### src/logic/rv_fetch_pkg.sv
package rv_fetch_pkg;

    // one RVC parcel, a memory word is two of them
    localparam int HALF_W = 16;
    localparam int WORD_W = 2 * HALF_W;
    localparam int ADDR_W = 32;

    // log2 of the buffer depth in parcels
    localparam int DEFAULT_DEPTH_BITS = 3;

    typedef logic [HALF_W-1:0] halfword_t;
    typedef logic [WORD_W-1:0] word_t;
    typedef logic [ADDR_W-1:0] addr_t;

    // compressed instructions sit in the low half, upper half zero
    typedef logic [WORD_W-1:0] inst_t;

endpackage

### src/logic/rv_buf_if.sv
interface buf_push_if;
    rv_fetch_pkg::halfword_t data_lo;
    rv_fetch_pkg::halfword_t data_hi;
    logic                    push_single;   // stores data_hi only
    logic                    push_double;   // stores data_lo, then data_hi
    logic                    full;

    modport producer
    (
        output data_lo,
        output data_hi,
        output push_single,
        output push_double,
        input  full
    );

    modport buffer
    (
        input  data_lo,
        input  data_hi,
        input  push_single,
        input  push_double,
        output full
    );
endinterface

interface buf_pop_if;
    rv_fetch_pkg::halfword_t data_lo;       // head parcel
    rv_fetch_pkg::halfword_t data_hi;
    logic                    pop_single;
    logic                    pop_double;
    logic                    empty;         // head instruction not complete
    logic                    compressed;

    modport buffer
    (
        output data_lo,
        output data_hi,
        input  pop_single,
        input  pop_double,
        output empty,
        output compressed
    );

    modport consumer
    (
        input  data_lo,
        input  data_hi,
        output pop_single,
        output pop_double,
        input  empty,
        input  compressed
    );
endinterface

### src/logic/rv_fetch_buf.sv
module rv_fetch_buf
#(
    parameter int DEPTH_BITS = rv_fetch_pkg::DEFAULT_DEPTH_BITS
)
(
    input  logic       i_clk,
    input  logic       i_reset_n,
    buf_push_if.buffer push,
    buf_pop_if.buffer  pop
);

    localparam int DEPTH      = 2 ** DEPTH_BITS;
    localparam int FULL_LEVEL = DEPTH - 2;  // leaves room for one in-flight word

    logic [DEPTH_BITS:0]     head;          // parcel count
    logic [DEPTH_BITS:0]     head_next;
    logic [DEPTH_BITS:0]     delta_pop;
    logic [DEPTH_BITS:0]     delta_push;
    logic                    any_pop;
    logic                    head_comp;
    rv_fetch_pkg::halfword_t data [DEPTH];

    assign any_pop = pop.pop_single | pop.pop_double;

    // -1 or -2 in two's complement
    assign delta_pop  = {{DEPTH_BITS{any_pop}}, pop.pop_single & ~pop.pop_double};
    assign delta_push = {{(DEPTH_BITS-1){1'b0}}, push.push_double, push.push_single};
    assign head_next  = head + delta_pop + delta_push;

    always_ff @(posedge i_clk)
    begin
        if (!i_reset_n)
            head <= '0;
        else
            head <= head_next;
    end

    // entry 0 is the head; a pop shifts everything down, new parcels land on top
    for (genvar i = 0; i < DEPTH; i++)
    begin : g_entry
        logic                    wr_hi;
        logic                    wr_lo;
        rv_fetch_pkg::halfword_t up1;
        rv_fetch_pkg::halfword_t up2;
        rv_fetch_pkg::halfword_t next;

        assign wr_hi = (push.push_single | push.push_double) & (int'(head_next) == i + 1);
        assign wr_lo = push.push_double & (int'(head_next) == i + 2);

        if (i + 2 < DEPTH)
        begin : g_mid
            assign up1 = data[i + 1];
            assign up2 = data[i + 2];
        end
        else if (i + 1 < DEPTH)
        begin : g_below_top
            assign up1 = data[i + 1];
            assign up2 = '0;
        end
        else
        begin : g_top
            assign up1 = '0;
            assign up2 = '0;
        end

        assign next = wr_hi          ? push.data_hi :
                      wr_lo          ? push.data_lo :
                      pop.pop_single ? up1 :
                      up2;

        always_ff @(posedge i_clk)
        begin
            if (wr_hi | wr_lo | any_pop)
                data[i] <= next;
        end
    end

    assign head_comp = (data[0][1:0] != 2'b11);

    assign pop.data_lo    = data[0];
    assign pop.data_hi    = data[1];
    assign pop.compressed = head_comp;
    // head == 0 first, so stale storage never reaches empty
    assign pop.empty      = (head == '0) | (~head_comp & (int'(head) < 2));
    assign push.full      = (int'(head) >= FULL_LEVEL);

    a_no_push_when_full : assert property (
        @(posedge i_clk) disable iff (!i_reset_n)
        push.push_double |-> !push.full
    );

    a_no_pop_when_empty : assert property (
        @(posedge i_clk) disable iff (!i_reset_n)
        any_pop |-> !pop.empty
    );

    a_one_pop_strobe : assert property (
        @(posedge i_clk) disable iff (!i_reset_n)
        !(pop.pop_single & pop.pop_double)
    );

endmodule

### src/logic/rv_fetch_top.sv
module rv_fetch_top
#(
    parameter int DEPTH_BITS = rv_fetch_pkg::DEFAULT_DEPTH_BITS
)
(
    input  logic                i_clk,
    input  logic                i_reset_n,
    input  rv_fetch_pkg::addr_t i_boot_pc,
    input  logic                i_stall,
    output logic                o_imem_req,
    output rv_fetch_pkg::addr_t o_imem_addr,
    input  rv_fetch_pkg::word_t i_imem_rdata,
    output logic                o_inst_valid,
    output rv_fetch_pkg::inst_t o_inst,
    output rv_fetch_pkg::addr_t o_inst_pc,
    output logic                o_inst_compressed
);

    buf_push_if push_bus ();
    buf_pop_if  pop_bus ();

    rv_fetch_unit u_fetch
    (
        .i_clk        (i_clk),
        .i_reset_n    (i_reset_n),
        .i_boot_pc    (i_boot_pc),
        .o_imem_req   (o_imem_req),
        .o_imem_addr  (o_imem_addr),
        .i_imem_rdata (i_imem_rdata),
        .push         (push_bus.producer)
    );

    rv_fetch_buf
    #(
        .DEPTH_BITS (DEPTH_BITS)
    )
    u_buf
    (
        .i_clk     (i_clk),
        .i_reset_n (i_reset_n),
        .push      (push_bus.buffer),
        .pop       (pop_bus.buffer)
    );

    rv_inst_align u_align
    (
        .i_clk             (i_clk),
        .i_reset_n         (i_reset_n),
        .i_boot_pc         (i_boot_pc),
        .i_stall           (i_stall),
        .pop               (pop_bus.consumer),
        .o_inst_valid      (o_inst_valid),
        .o_inst            (o_inst),
        .o_inst_pc         (o_inst_pc),
        .o_inst_compressed (o_inst_compressed)
    );

endmodule

### src/logic/rv_fetch_unit.sv
module rv_fetch_unit
(
    input  logic                i_clk,
    input  logic                i_reset_n,
    input  rv_fetch_pkg::addr_t i_boot_pc,
    output logic                o_imem_req,
    output rv_fetch_pkg::addr_t o_imem_addr,
    input  rv_fetch_pkg::word_t i_imem_rdata,
    buf_push_if.producer        push
);

    rv_fetch_pkg::addr_t fetch_addr;
    logic                running;       // low until the first cycle out of reset
    logic                in_flight;     // response arrives this cycle
    logic                skip_lo;       // boot pc points at the high parcel
    logic                req;

    // one request at a time, and only with room for a whole word
    assign req = running & ~in_flight & ~push.full;

    always_ff @(posedge i_clk)
    begin
        if (!i_reset_n)
        begin
            running    <= 1'b0;
            in_flight  <= 1'b0;
            skip_lo    <= i_boot_pc[1];
            fetch_addr <= i_boot_pc & ~rv_fetch_pkg::addr_t'(3);
        end
        else
        begin
            running   <= 1'b1;
            in_flight <= req;
            if (in_flight)
                skip_lo <= 1'b0;    // only the first word can be split
            if (req)
                fetch_addr <= fetch_addr + rv_fetch_pkg::addr_t'(4);
        end
    end

    assign o_imem_req  = req;
    assign o_imem_addr = fetch_addr;

    // read data is valid exactly one cycle after the request
    assign push.data_lo     = i_imem_rdata[rv_fetch_pkg::HALF_W-1:0];
    assign push.data_hi     = i_imem_rdata[rv_fetch_pkg::WORD_W-1:rv_fetch_pkg::HALF_W];
    assign push.push_single = in_flight & skip_lo;
    assign push.push_double = in_flight & ~skip_lo;

    a_push_has_room : assert property (
        @(posedge i_clk) disable iff (!i_reset_n)
        (push.push_single | push.push_double) |-> !push.full
    );

endmodule

### src/logic/rv_inst_align.sv
module rv_inst_align
(
    input  logic                i_clk,
    input  logic                i_reset_n,
    input  rv_fetch_pkg::addr_t i_boot_pc,
    input  logic                i_stall,
    buf_pop_if.consumer         pop,
    output logic                o_inst_valid,
    output rv_fetch_pkg::inst_t o_inst,
    output rv_fetch_pkg::addr_t o_inst_pc,
    output logic                o_inst_compressed
);

    logic                take;
    rv_fetch_pkg::addr_t next_pc;       // pc of the instruction at the buffer head
    rv_fetch_pkg::inst_t inst_d;

    assign take = ~pop.empty & ~i_stall;

    assign pop.pop_single = take & pop.compressed;
    assign pop.pop_double = take & ~pop.compressed;

    assign inst_d = pop.compressed ? {{rv_fetch_pkg::HALF_W{1'b0}}, pop.data_lo} :
                                     {pop.data_hi, pop.data_lo};

    always_ff @(posedge i_clk)
    begin
        if (!i_reset_n)
        begin
            o_inst_valid <= 1'b0;
            next_pc      <= i_boot_pc;
        end
        else
        begin
            o_inst_valid <= take;   // one cycle per pop
            if (take)
                next_pc <= next_pc + (pop.compressed ? rv_fetch_pkg::addr_t'(2) :
                                                       rv_fetch_pkg::addr_t'(4));
        end
    end

    always_ff @(posedge i_clk)
    begin
        if (take)
        begin
            o_inst            <= inst_d;
            o_inst_pc         <= next_pc;
            o_inst_compressed <= pop.compressed;
        end
    end

    a_pc_halfword_aligned : assert property (
        @(posedge i_clk) disable iff (!i_reset_n)
        o_inst_valid |-> (o_inst_pc[0] == 1'b0)
    );

endmodule

### config.mk
export PLATFORM = sky130hd
export DESIGN_NAME = rv_fetch_top
export DESIGN_NICKNAME = d
export VERILOG_FILES = /design/src/logic/rv_fetch_pkg.sv /design/src/logic/rv_buf_if.sv /design/src/logic/rv_fetch_buf.sv /design/src/logic/rv_fetch_top.sv /design/src/logic/rv_fetch_unit.sv /design/src/logic/rv_inst_align.sv
export SDC_FILE = /design/constraint.sdc
export NUM_CORES = 1
export LEC_CHECK = 0
export BUFFER_PORTS_ARGS = -buffer_cell sky130_fd_sc_hd__buf_2
export CAP_MARGIN = 10
export CORE_MARGIN = 2
export CORE_UTILIZATION = 55
export CTS_CLUSTER_SIZE = 24
export DETAILED_ROUTE_END_ITERATION = 12
export PLACE_DENSITY = 0.75
export SYNTH_ARGS = -nofsm -noshare
export SYNTH_HDL_FRONTEND = slang
export SYNTH_HIERARCHICAL = 1
export SYNTH_SLANG_ARGS = --single-unit
### constraint.sdc
create_clock -name i_clk -period 21 [get_ports i_clk]
set_input_delay 6.3 -clock i_clk [delete_from_list [all_inputs] [get_ports i_clk]]
set_output_delay 6.3 -clock i_clk [all_outputs]
set_load 0.02 [all_outputs]
==> results of run 1 <==
==> layout by cell type (no fill, tap or decap), drive strengths merged, types with 17 or more instances in the layout <==
cell	synthesis	layout
o211ai	17	17
mux2	67	67
nand2	33	33
or4	26	26
nor2b	57	57
inv	17	17
a31oi	48	48
nand3	172	172
edfxtp	256	256
o31ai	106	106
buf	142	179
nor3	25	25
nor2	145	145
o21ai	47	47
a21oi	88	88
a22o	32	32
clkbuf	80	33
nor4	21	21
==> per-layer routing <==
layer / vias to the layer above / global-route usage [%] / share of wire [%] / routed length [um]
met1: 5810 / 37.4 / 42 / 16700
met4: 0 / 7.94 / 2.6 / 1010
met5: - / 0 / 0 / 0
met2: 723 / 38.1 / 45 / 17600
met3: 77 / 4.22 / 10 / 4050
li1: 5721 / - / - / -
==> state kept, by name, indices dropped and copies added, names as in the netlist <==
register	flops
u_buf/data	128
u_align/next_pc	32
u_align/o_inst	32
u_align/o_inst_pc	32
u_fetch/o_imem_addr	30
u_buf/head	4
u_align/o_inst_compressed	1
u_align/o_inst_valid	1
u_fetch/in_flight	1
u_fetch/running	1
u_fetch/skip_lo	1
==> stage by stage <==
stage	hold slack (ns)	utilization [%]	std cells	total power, mW
after floorplan	0.400	-	1532	2.03
after global routing	0.422	60.6	1926	2.92
after detailed placement	0.405	57.1	1867	2.23
final	0.416	60.6	1926	2.76
after global placement	0.402	57.1	1867	2.19
after CTS	0.418	60.5	1919	2.74
==> worst max-delay path, cell delays in order <==
cell      delay (ns)
buf_2           0.17
nor3_2          0.05
buf_4           0.33
nor2_8          0.30
inv_1           0.09
fa_1            0.49
ha_2            0.16
inv_1           0.05
fa_1            0.63
nor2b_1         0.91
nand3_1         0.70
or2_1           0.65
o211ai_1        0.20
buf_4           0.27
==> how the worst max path moves through the flow <==
| stage | slack, ns | end | from | cells after the start |
|---|---|---|---|---|
| floorplan | 9.92 | u_buf/data[1][48] | i_stall | 16 |
| global placement | 9.60 | u_buf/data[1][40] | i_stall | 14 |
| detailed placement | 9.47 | u_buf/data[1][41] | i_stall | 14 |
| CTS | 10.03 | u_buf/data[1][36] | i_stall | 14 |
| global route | 9.62 | u_buf/data[1][37] | i_stall | 14 |
| finish | 9.92 | u_buf/data[1][38] | i_stall | 14 |
==> area by class of cell <==
cell class | instances | area (sq um) | share of cell area, %
well taps | 378 | 473 | 2.79
clock buffers | 33 | 741 | 4.38
diodes | 7 | 17.5 | 0.103
flip-flops and latches | 263 | 7830 | 46.2
multi-input cells | 1030 | 6650 | 39.3
clock inverters | 19 | 215 | 1.27
repair buffers | 179 | 938 | 5.54
inverters | 17 | 66.3 | 0.392
==> report_power, final <==
group	internal, mW	total [mW]	leakage, nW	switching [mW]
clock network	0.312	0.512	0.470	0.200
logic	0.388	1.23	2.75	0.839
registers	0.911	1.03	2.51	0.116
==> logic make-up (layout without fill, tap and decap cells) <==
kind of cell / count (synthesis) / after routing
and+or+nand+nor: 551 / 551
AOI/OAI and AO/OA: 359 / 359
DFF: 263 / 263
buffers and inverters: 239 / 248
muxes: 83 / 83
xor gates and xnor gates: 26 / 26
adders and majority gates: 9 / 9
other: 1 / 9
==> results.md, run 1 <==
- STA puts the critical path data required time at 21.23 ns.
- The minimum clock period is 11.08 ns.
- The total of hold buffers inserted after clock tree synthesis is 0.
- Sorting the synthesized cells by area gives the leading types as edfxtp_1 49%, nand3_1 5.5%, o31ai_1 5.1%.
- The number of failing hold endpoints at the final stage came to 0.
- The count of input and output buffers is 163.
- In the routed layout, each cell is associated on average with a via count of 6.40.
- Measured along the x axis, the die boundary spans 173 um.
- The number of rows created at floorplan is 61.
- The final-layout setup total negative slack is 0 ns.
- The tree is rooted in a clkbuf_16.
- The final routed DRC violation total is 0.
- The setup-violating endpoint count in the final report is 0.
- The count of pins over their slew limit is 0.
- The share of the synthesized area in compound gates (AO/OA/AOI/OAI) is 15.1%.
- The share of synthesized flip-flops with an asynchronous set or reset is 0%.
- The buffers inserted during post-CTS setup optimization is 0.
- The category of the critical setup timing path is input port to flip-flop.
- Entering global routing, the biggest net connects 96 pins.
- The overall global routing resource usage is 25.2%.
- Data on the critical path arrives at its endpoint at 11.31 ns.
- The fraction of layout cells with a size suffix above 1 is 20.6%.
- The largest driver fanout on the critical path is 44.
- In this run the standard cell core region covers 27900 sq um.
- The slew at the pin with the worst max-slew slack is 1.23 ns.
- TritonCTS built the clock tree.
- For this run, the number of Yosys warnings is 6.
- The remaining antenna violation count is 0.
- The design area is 16900 sq um.
- The first global-routing pass estimated 61.8 mm of wire.
- The flow ran to the end, and the final reports show no timing, DRC or antenna violations.
- The worst reg2reg path depth is 15.
- The number of sinks driven by the clock tree is 263.
- Across the VDD grid, the largest voltage drop is 232 uV.
- The final global-route overflow total is 0.
- For this design the static power due to leakage is 5.73 nW.
- Setup repair after global routing left no endpoint under its margin.
- The post-synthesis share of cell area spent on xor and xnor gates is 1.63%.
- The reg-to-reg critical path startpoint is u_buf/data[0][0].
- The total of fill cells in the finished design is 2327.
- The number of enable-type register cells in the synthesized netlist is 256.
- The worst setup margin is 9.92 ns.
- The number of buffers created by CTS is 29.
- After detailed routing, the average wire length per cell comes to 20.4 um.
- The synthesized flop and latch total is 263.
- The growth of design area from synthesis to finish is 8.04%.
- The worst register-to-register path ends at u_buf/data[1][38].
- The share of cell area taken by muxes after synthesis is 5.84%.
- The count of cells resized by post-cts repair is 0.
- Ranked by instance count, the synthesized netlist is headed by 256 x edfxtp_1, 172 x nand3_1, 143 x nor2_1.
- The die outline height is 173 um.
- The initial antenna violation count is 7.
- The endpoint with the worst hold slack is u_align/o_inst[2].
- The via count of the first global-routing pass was 11.2k.
- The clock-pin slew of the registers on the worst-case setup and hold paths is 0.06 ns.
- The number of top-level design ports is 166.
- The final-stage net count is 1596.
- The initial standard-cell utilization of the core is 56.1%.
- Along the worst hold path, the cell count comes to 0.
- The number of violations reported at the end of detailed-routing iteration 0 is 1624.
- After detailed placement, the total cell area comes to 16000 sq um.
- The routed design has 39.3 mm of wire.
- edfxtp_1 takes more of the synthesized area than any other cell.
- Routability-driven placement finished with a final weighted congestion of 0.854.
- At the later pin of the worst-skew pair, clock insertion delay measures 0.54 ns.
- Before antenna repair, the detailed router went through 8 iterations.
- The power per unit of standard cell area is 163 nW/um^2.
- The area fraction in and, or, nand and nor cells after synthesis is 18.6%.
- The nature of the critical path endpoint is a flip-flop.
- The sequential cell area fraction in the yosys report is 50.0%.
- The worst setup path is launched from an input port.
- Across the run, the number of max-cap violations was 0.
- In this run the tightest slew margin relative to its limit is 17.7%.
- The minimum setup slack among reg-to-reg paths is 14.07 ns.
- The most used flip-flop cell after synthesis is edfxtp_1.
- In this run the number of H-tree levels came out at 1.
- The fmax is 90.3 MHz.
- The worst hold path begins at u_buf/data[0][2].
- In this run, distinct cell masters in the synthesized netlist total 62.
- The area of the mapped netlist is 15700 sq um.
- The worst setup slack after placement is 9.47 ns.
- The post-DP HPWL is 27.5 mm.
- The worst hold path belongs to the class flip-flop to flip-flop.
- The post-synthesis adder-cell area fraction is 0.910%.
- By area, the combinational part of the netlist is dominated by simple AND/OR/NAND/NOR gates.
- The average cell area after synthesis is 10.2 sq um.
- In the finished design, the share of the clock period the worst path needs comes to 52.8%.
- The maximum buffer depth of the clock tree is 3.
- The routed via count is 12.3k.
- Among all cell types in the netlist, the one instantiated most often is edfxtp_1.
- The worst clock skew is 0.0119 ns.
- The cell count after synthesis came out at 1531.
- The full die area is 29800 sq um.
- The portion of synthesized cell area occupied by the leading cell type is 49.1%.
Power figures use the tool's default switching activity.
==> run 2, diff against run 1 <==
==> constraint.sdc (replaced) <==
create_clock -name i_clk -period 11.3 [get_ports i_clk]
set_input_delay 3.39 -clock i_clk [delete_from_list [all_inputs] [get_ports i_clk]]
set_output_delay 3.39 -clock i_clk [all_outputs]
set_load 0.02 [all_outputs]
==> run 2 against run 1 <==
- flip-flop and latch count unchanged
- design area about the same
- global-route usage decreased by 0.18 points
- hold slack improved by 0.00088 ns
- critical path depth unchanged
- largest cell class unchanged
- highest routed layer unchanged
==> results.md, run 2 (synthesis gave the netlist of run 1 again) <==
- Along the worst hold path, the cell count comes to 0.
- For this block, the initial DRC count from the detailed router was 1542.
- The number of sinks driven by the clock tree is 263.
- The post-DP HPWL is 27.6 mm.
- The setup-violating endpoint count in the final report is 0.
- The worst setup path is launched from an input port.
- The largest voltage drop on the vdd net is 290 uV.
- The signal on the critical path passes through buf_2 > nor3_2 > buf_4 > nor2_8 > inv_1 > fa_1 > ha_2 > inv_1 > fa_1 > nor2b_1 > nand3_1 > or2_1 > o211ai_1 > buf_4.
- For the final database, setup skew stands at 0.0218 ns.
- The routed length per placed instance is 20.3 um.
- Clock latency on the worst-skew pair, taken at its later pin, is 0.56 ns.
- Counting I/O delays and the setup requirement, the final critical path takes 8.21 ns.
- The register bank with the most flops is u_buf/data.
- Timing would allow up to 122 MHz.
- The final layout contains 1596 nets.
- The number of search-and-repair iterations in the first detailed-routing pass is 6.
- The power per unit of standard cell area is 303 nW/um^2.
- The max-cap violation count is 0.
- The slew at the pin with the worst max-slew slack is 1.16 ns.
- The clock-pin slew of the registers on the worst-case setup and hold paths is 0.06 ns.
- The number of buffers and inverters on the critical path is 5.
- Among cell families on the critical path, the largest total delay comes from simple AND/OR/NAND/NOR gates.
- The cell area after placement is 16000 sq um.
- The number of cells on the critical path is 14.
- Among all stages on the critical path, the largest delay is contributed by nor2b_1.
- Measured in cells, the most critical reg-to-reg path has a length of 15.
- The clock passes through at most 3 buffers.
- Summing all non-filler instances in the final layout gives an area of 16900 sq um.
- The CTS tree is yes.
- Dividing the final minimum period by the clock period gives 72.6%.
- The classification of the worst-slack hold path is flip-flop to flip-flop.
- Across every metal layer, demand over resource in global routing totals 25.1%.
- At the worst endpoint, the arrival time is 8.44 ns.
- After detailed routing, the number of remaining DRC violations is 0.
- Power comes to 5.13 mW.
- Measured on the finished design, the core utilization comes to 60.5%.
- The region available for standard cell placement spans 27900 sq um.
- The post-detailed-routing wire length is 39.1 mm.
- In the layout the commonest cells are 256 x edfxtp_1, 172 x nand3_1, 162 x buf_2, 142 x nor2_1, 105 x o31ai_1.
- STA puts the critical path data required time at 11.53 ns.
- The relative slew slack is 22.7%.
- CTS built an H-tree with a depth of 1.
- The minimum hold slack is 0.417 ns.
- Along the worst path, the maximum fanout reaches 44.
- The routability-driven placement congestion ratio is 0.859.
- The number of rows created at floorplan is 61.
- Buffers added to address setup during post-CTS repair amount to 0.
- The x dimension of the die is 173 um.
- The first global-routing pass estimated 61.3 mm of wire.
- The critical path is of the input port to flip-flop type.
- The run finished with clean final reports.
- The finished layout holds 1924 standard cells, fillers aside.
- The master cell of the clock root buffer is clkbuf_16.
- The register with the most flip-flops in the layout has 128 of them.
- The die is 173 um tall.
- The maximum number of pins on one net before global-route repair is 90.
- The full die area is 29800 sq um.
- Once routing completed, OpenROAD measured the worst setup slack at 3.09 ns.
- In this run the count of I/O pins placed on the die edge is 166.
- The number of failing hold endpoints at the final stage is 0.
- Setup repair after global routing left no endpoint under its margin.
- The growth of design area from synthesis to finish is 7.95%.
- After clock tree synthesis, the flow added hold-fix buffers numbering 0.
- The count of cells resized by post-cts repair is 0.
- The via count of the first global-routing pass was 11.1k.
- In the final timing run, aggregate negative setup slack is 0 ns.
- The largest incremental delay on the critical path is 0.90 ns.
- The leakage power of the design is 5.71 nW.
- The vias per cell is 6.41.
- The worst setup slack after placement is 2.63 ns.
- The total overflow left after global routing is 0.
- The initial antenna violation count is 4.
- The count of pins over their slew limit is 0.
- The fraction of layout cells with a size suffix above 1 is 20.8%.
- The nature of the critical path endpoint is a flip-flop.
- Clock tree synthesis inserted a total of 28 buffers.
- The total instance count after detailed placement is 1867.
- In this run the remaining antenna-violating nets after routing total 0.
- The count of input and output buffers is 163.
- The routed via count is 12.3k.
- Leaving out fill and tap cells, the most frequent cell in the layout is edfxtp_1.
- The initial standard-cell utilization of the core is 56.1%.
-- run 2: cell count changes in the layout (fill, tap and decap cells not counted), moves of 3 or more --
cell / delta
clkinv_2: -5
clkinv_1: -4
clkinv_4: +4
clkinvlp_4: +4
diode_2: -3
-- run 2: layout make-up --
cell class	count	area [sq um]
diodes	4	10.0
multi-input cells	1030	6650
repair buffers	180	946
inverters	17	66.3
fillers	2323	11000
well taps	378	473
flip-flops and latches	263	7830
clock buffers	36	762
clock inverters	16	180
-- run 2: worst paths after layout --
kind / start / end / slack (ns)
max: i_stall / u_buf/data[1][33] / 3.09
max reg2reg: u_buf/data[0][0] / u_buf/data[1][33] / 4.30
min reg2reg: u_buf/data[0][14] / u_align/o_inst[14] / 0.42
min: u_buf/data[0][14] / u_align/o_inst[14] / 0.42
-- run 2: power breakdown --
group / internal, mW / total [mW] / leakage [nW] / switching (mW)
clock: 0.547 / 0.929 / 0.442 / 0.382
sequential: 1.69 / 1.91 / 2.51 / 0.217
combinational: 0.722 / 2.29 / 2.76 / 1.56
-- run 2: routing by layer --
layer  wire, um  track usage [%]  share of wire (%)  vias up
met3       3890             3.96                9.9       71
met5          0                0                  0        -
met1      16600             36.7                 42     5807
met2      17700             38.7                 45      739
li1           -                -                  -     5723
met4        969             7.56                2.5        0
-- run 2: worst reg2reg max path: stages, from the launching register on --
cell	delay, ns
edfxtp_1	0.34
nand2_1	0.48
a2111oi_2	0.96
nor3_2	0.09
buf_4	0.33
nor2_8	0.30
inv_1	0.09
fa_1	0.50
ha_2	0.17
inv_1	0.05
fa_1	0.66
nor2b_1	0.91
nand3_1	0.70
or2_1	0.65
o211ai_1	0.20
buf_4	0.28
==> run 3, diff against run 2 <==
--- a/config.mk
+++ b/config.mk
@@ -5,6 +5,7 @@
 export SDC_FILE = /design/constraint.sdc
 export NUM_CORES = 1
 export LEC_CHECK = 0
+export ABC_AREA = 1
 export BUFFER_PORTS_ARGS = -buffer_cell sky130_fd_sc_hd__buf_2
 export CAP_MARGIN = 10
 export CORE_MARGIN = 2
==> constraint.sdc (replaced) <==
create_clock -name i_clk -period 8.6 [get_ports i_clk]
set_input_delay 2.58 -clock i_clk [delete_from_list [all_inputs] [get_ports i_clk]]
set_output_delay 2.58 -clock i_clk [all_outputs]
set_load 0.02 [all_outputs]
==> run 3 against run 2 <==
- via count increased by 4.5%
- sequential share of layout area shrank 0.73 points
- cell count rose by 19%
- design area increased by 1.6%
- hold slack hardly changed
- register-to-register slack worse by 1.5 ns
- area after synthesis grew 1.3%
- die area rose by 1.3%
- clock skew decreased by 0.011 ns
- core utilization fell by 0.35 points
- non-clock buffer count decreased by 1
- critical path type unchanged
- largest cell class unchanged
==> results.md, run 3 <==
- The flow ran to the end, and the final reports show no timing, DRC or antenna violations.
- In this run the worst setup path begins at i_stall.
- The signal arrival time at the worst endpoint is 6.86 ns.
- The clock passes through at most 3 buffers.
- Synthesis handed over a netlist of 1842 instances.
- The switching power as a share of total power is 42.0%.
- The prevailing post-synth register cell is edfxtp_1.
- The final-stage net count is 1962.
- The worst setup path is launched from an input port.
- The sequential share of power is 40.3%.
- The Yosys step of the flow raised 6 warnings.
- The nature of the critical path endpoint is a flip-flop.
- The worst setup margin is 1.91 ns.
- Detailed routing inserted a total of 12.9k vias.
- The net switching component of the power is 2.68 mW.
- Before antenna repair, the detailed router went through 5 iterations.
- The number of buffers created by CTS is 28.
- For this design the ratio of total power to cell area is 371 nW/um^2.
- The latest clock arrival within the worst-skew pair is 0.54 ns.
- The full die area is 30200 sq um.
- The initial antenna violation count is 0.
- The CTS tree is yes.
- The design area is 17200 sq um.
- The count of input and output buffers is 163.
- The core footprint is 28500 sq um.
- Using the TritonRoute via totals, the vias-per-cell ratio works out to 5.63.
- The portion of total power attributed to combinational logic is 41.7%.
- The clock share of power is 18.0%.
- The diode insertion count for antenna repair is 0.
- The cell accounting for the most synthesized area is edfxtp_1.
- Counting flops and latches in the post-synthesis netlist gives 263.
- For the pin with the worst max-slew slack, the measured transition is 1.07 ns.
- The number of failing hold endpoints at the final stage is 0.
- Pin placement for this block handled 166 I/O pins.
- Each instance of the synthesized netlist takes up on average 8.62 sq um.
- The portion of synthesized cell area occupied by the leading cell type is 48.4%.
- The area of the mapped netlist is 15900 sq um.
- In this run the cell area measured after placement is 16300 sq um.
- The worst clock skew is 0.0113 ns.
- In this run the static leakage power is 7.54 nW.
- After clock tree synthesis, the repair step resized 0 gates.
- The number of enable-type register cells in the synthesized netlist is 256.
- Wires add up to 40.7 mm.
- After synthesis, the share of flip-flops with an asynchronous set or reset is 0%.
- In the synthesized netlist, the cells that appear most often are 656 x nand2_1, 256 x edfxtp_1, 230 x nand3_1.
- The count of pins over their slew limit was 0.
- The sequential cell area fraction in the yosys report is 49.3%.
- The first global-routing pass estimated 63.8 mm of wire.
- Yosys attributes the largest share of cell area to edfxtp_1 48%, nand2_1 16%, nand3_1 7.3%.
- The category of the critical setup timing path is input port to flip-flop.
- The top cell types in the final layout, fill and taps aside, are 656 x nand2_1, 256 x edfxtp_1, 230 x nand3_1, 163 x buf_2, 106 x inv_1.
- The number of flip-flops in the largest register is 128.
- The worst setup slack after placement is 1.44 ns.
- The startpoint of the tightest hold check path is u_buf/data[0][8].
- The fraction of layout cells with a size suffix above 1 is 15.5%.
- The fraction of the cycle the final worst path needs is 77.8%.
- The relative slew slack is 29.0%.
- The total internal power is 3.69 mW.
- In this run the worst path has a maximum fanout of 53.
- The register bank with the most flops is u_buf/data.
- The master cell of the clock root buffer is clkbuf_16.
- The clock-pin slew of the registers on the worst-case setup and hold paths is 0.06 ns.
- The initial standard-cell utilization of the core is 55.6%.
- Measured on the finished design, the core utilization comes to 60.2%.
- The die outline height is 174 um.
- The final routed DRC violation total is 0.
- The total of hold buffers inserted after clock tree synthesis is 0.
- The maximum number of pins on one net before global-route repair is 74.
- Synthesis instantiated 37 different standard cells from the library.
- Routability-driven placement finished with a final weighted congestion of 0.947.
- Static timing analysis puts the maximum clock frequency at 150 MHz.
- Once the clock tree was built, the setup fixing pass inserted 0 buffers.
- The largest voltage drop on the vdd net is 332 uV.
- Across the run, the number of max-cap violations was 0.
- Global routing finished with a remaining overflow of 0.
- Leaving out fill and tap cells, the most frequent cell in the layout is nand2_1.
- Subtracting the final worst setup slack from the clock period gives 6.69 ns.
- Compared with the post-synthesis result, the final layout area differs by 8.24%.
- After floorplanning, the core was divided into 62 placement rows.
- Adding up every negative setup slack in the final design gives 0 ns.
- Setup repair after global routing left no endpoint under its margin.
- The number of violations reported at the end of detailed-routing iteration 0 is 1326.
- The minimum setup slack among reg-to-reg paths is 2.78 ns.
- The setup-violating endpoint count in the final report is 0.
- Counting every sink on the clock net gives 263.
- The detail route stage leaves a number of antenna-violating nets equal to 0.
- The routed length per placed instance is 17.8 um.
- The reg-to-reg critical path startpoint is u_buf/data[0][0].
- Total power for the finished layout comes to 6.37 mW.
- The via count of the first global-routing pass is 12.1k.
- The post-DP HPWL is 29.5 mm.
- The overall global routing resource usage is 26.2%.
- The total number of H-tree levels is 1.
- For the worst setup path, the data required time is 8.77 ns.
- From left edge to right edge, the die measures 174 um.
- The most numerous cell in the Yosys netlist is nand2_1.
- In this run the worst hold path is classified as flip-flop to flip-flop.
## run 3: changes by cell type after synthesis, moves of 57 or more
| cell | change |
|---|---|
| o31ai_1 | -106 |
| mux2_2 | -67 |
| a21oi_1 | -83 |
| nor2b_1 | -57 |
| nand2_1 | +623 |
| mux2i_1 | +76 |
| nand3_1 | +58 |
| inv_1 | +90 |
## run 3: worst max-delay path: stages
cell	delay, ns
buf_2	0.11
nor2_4	0.08
inv_1	0.11
nor2_4	0.10
buf_4	0.60
inv_1	0.10
nor2_1	0.14
fa_1	0.18
ha_1	0.13
inv_1	0.04
fa_1	0.37
o21ai_0	0.18
nand2_1	0.14
nand2_1	0.14
nand2_4	0.10
nor2_8	0.60
nand2_2	0.39
nand3_1	0.72
## run 3: final timing paths
kind                            end  depth (start not counted)
hold reg to reg   u_align/o_inst[8]                          0
setup reg to reg  u_buf/data[0][62]                         19
hold / removal    u_align/o_inst[8]                          0
setup / recovery  u_buf/data[0][62]                         18
## run 3: per-layer routing
layer / GRT usage, % / routed length (um)
met1: 34.8 / 16600
met2: 44.7 / 19600
met3: 3.19 / 3270
met4: 9.17 / 1300
met5: 0 / 0
## run 3: area by class of cell
| type | count | area [sq um] |
|---|---|---|
| clock buffers | 37 | 756 |
| clock inverters | 15 | 110 |
| fillers | 2528 | 11400 |
| inverters | 117 | 439 |
| multi-input cells | 1297 | 6630 |
| flip-flops and latches | 263 | 7830 |
| well taps | 384 | 480 |
| repair buffers | 179 | 936 |
## run 3: logic make-up after synthesis
logic type	share of synthesized area, %
AO/OA/AOI/OAI	1.47
multiplexers	5.80
adder cells (fa/ha/maj)	0.899
AND/OR/NAND/NOR	32.4
XOR/XNOR	0.993
other	0.0236
flip-flops	49.3
buffers and inverters	9.09
## run 3: power groups by stage
stage	logic, mW	clock network [mW]	registers (mW)
after floorplan	2.06	0	2.61
after CTS	2.62	1.16	2.57
after global routing	2.91	1.21	2.63
after detailed placement	2.61	0	2.59
after global placement	2.54	0	2.57
final	2.65	1.15	2.57
## run 3: metrics by stage
stage / std cells / hold WS (ns)
after floorplan: 1843 / 0.400
after global placement: 2240 / 0.402
after detailed placement: 2240 / 0.406
after CTS: 2292 / 0.420
after global routing: 2292 / 0.422
final: 2292 / 0.417
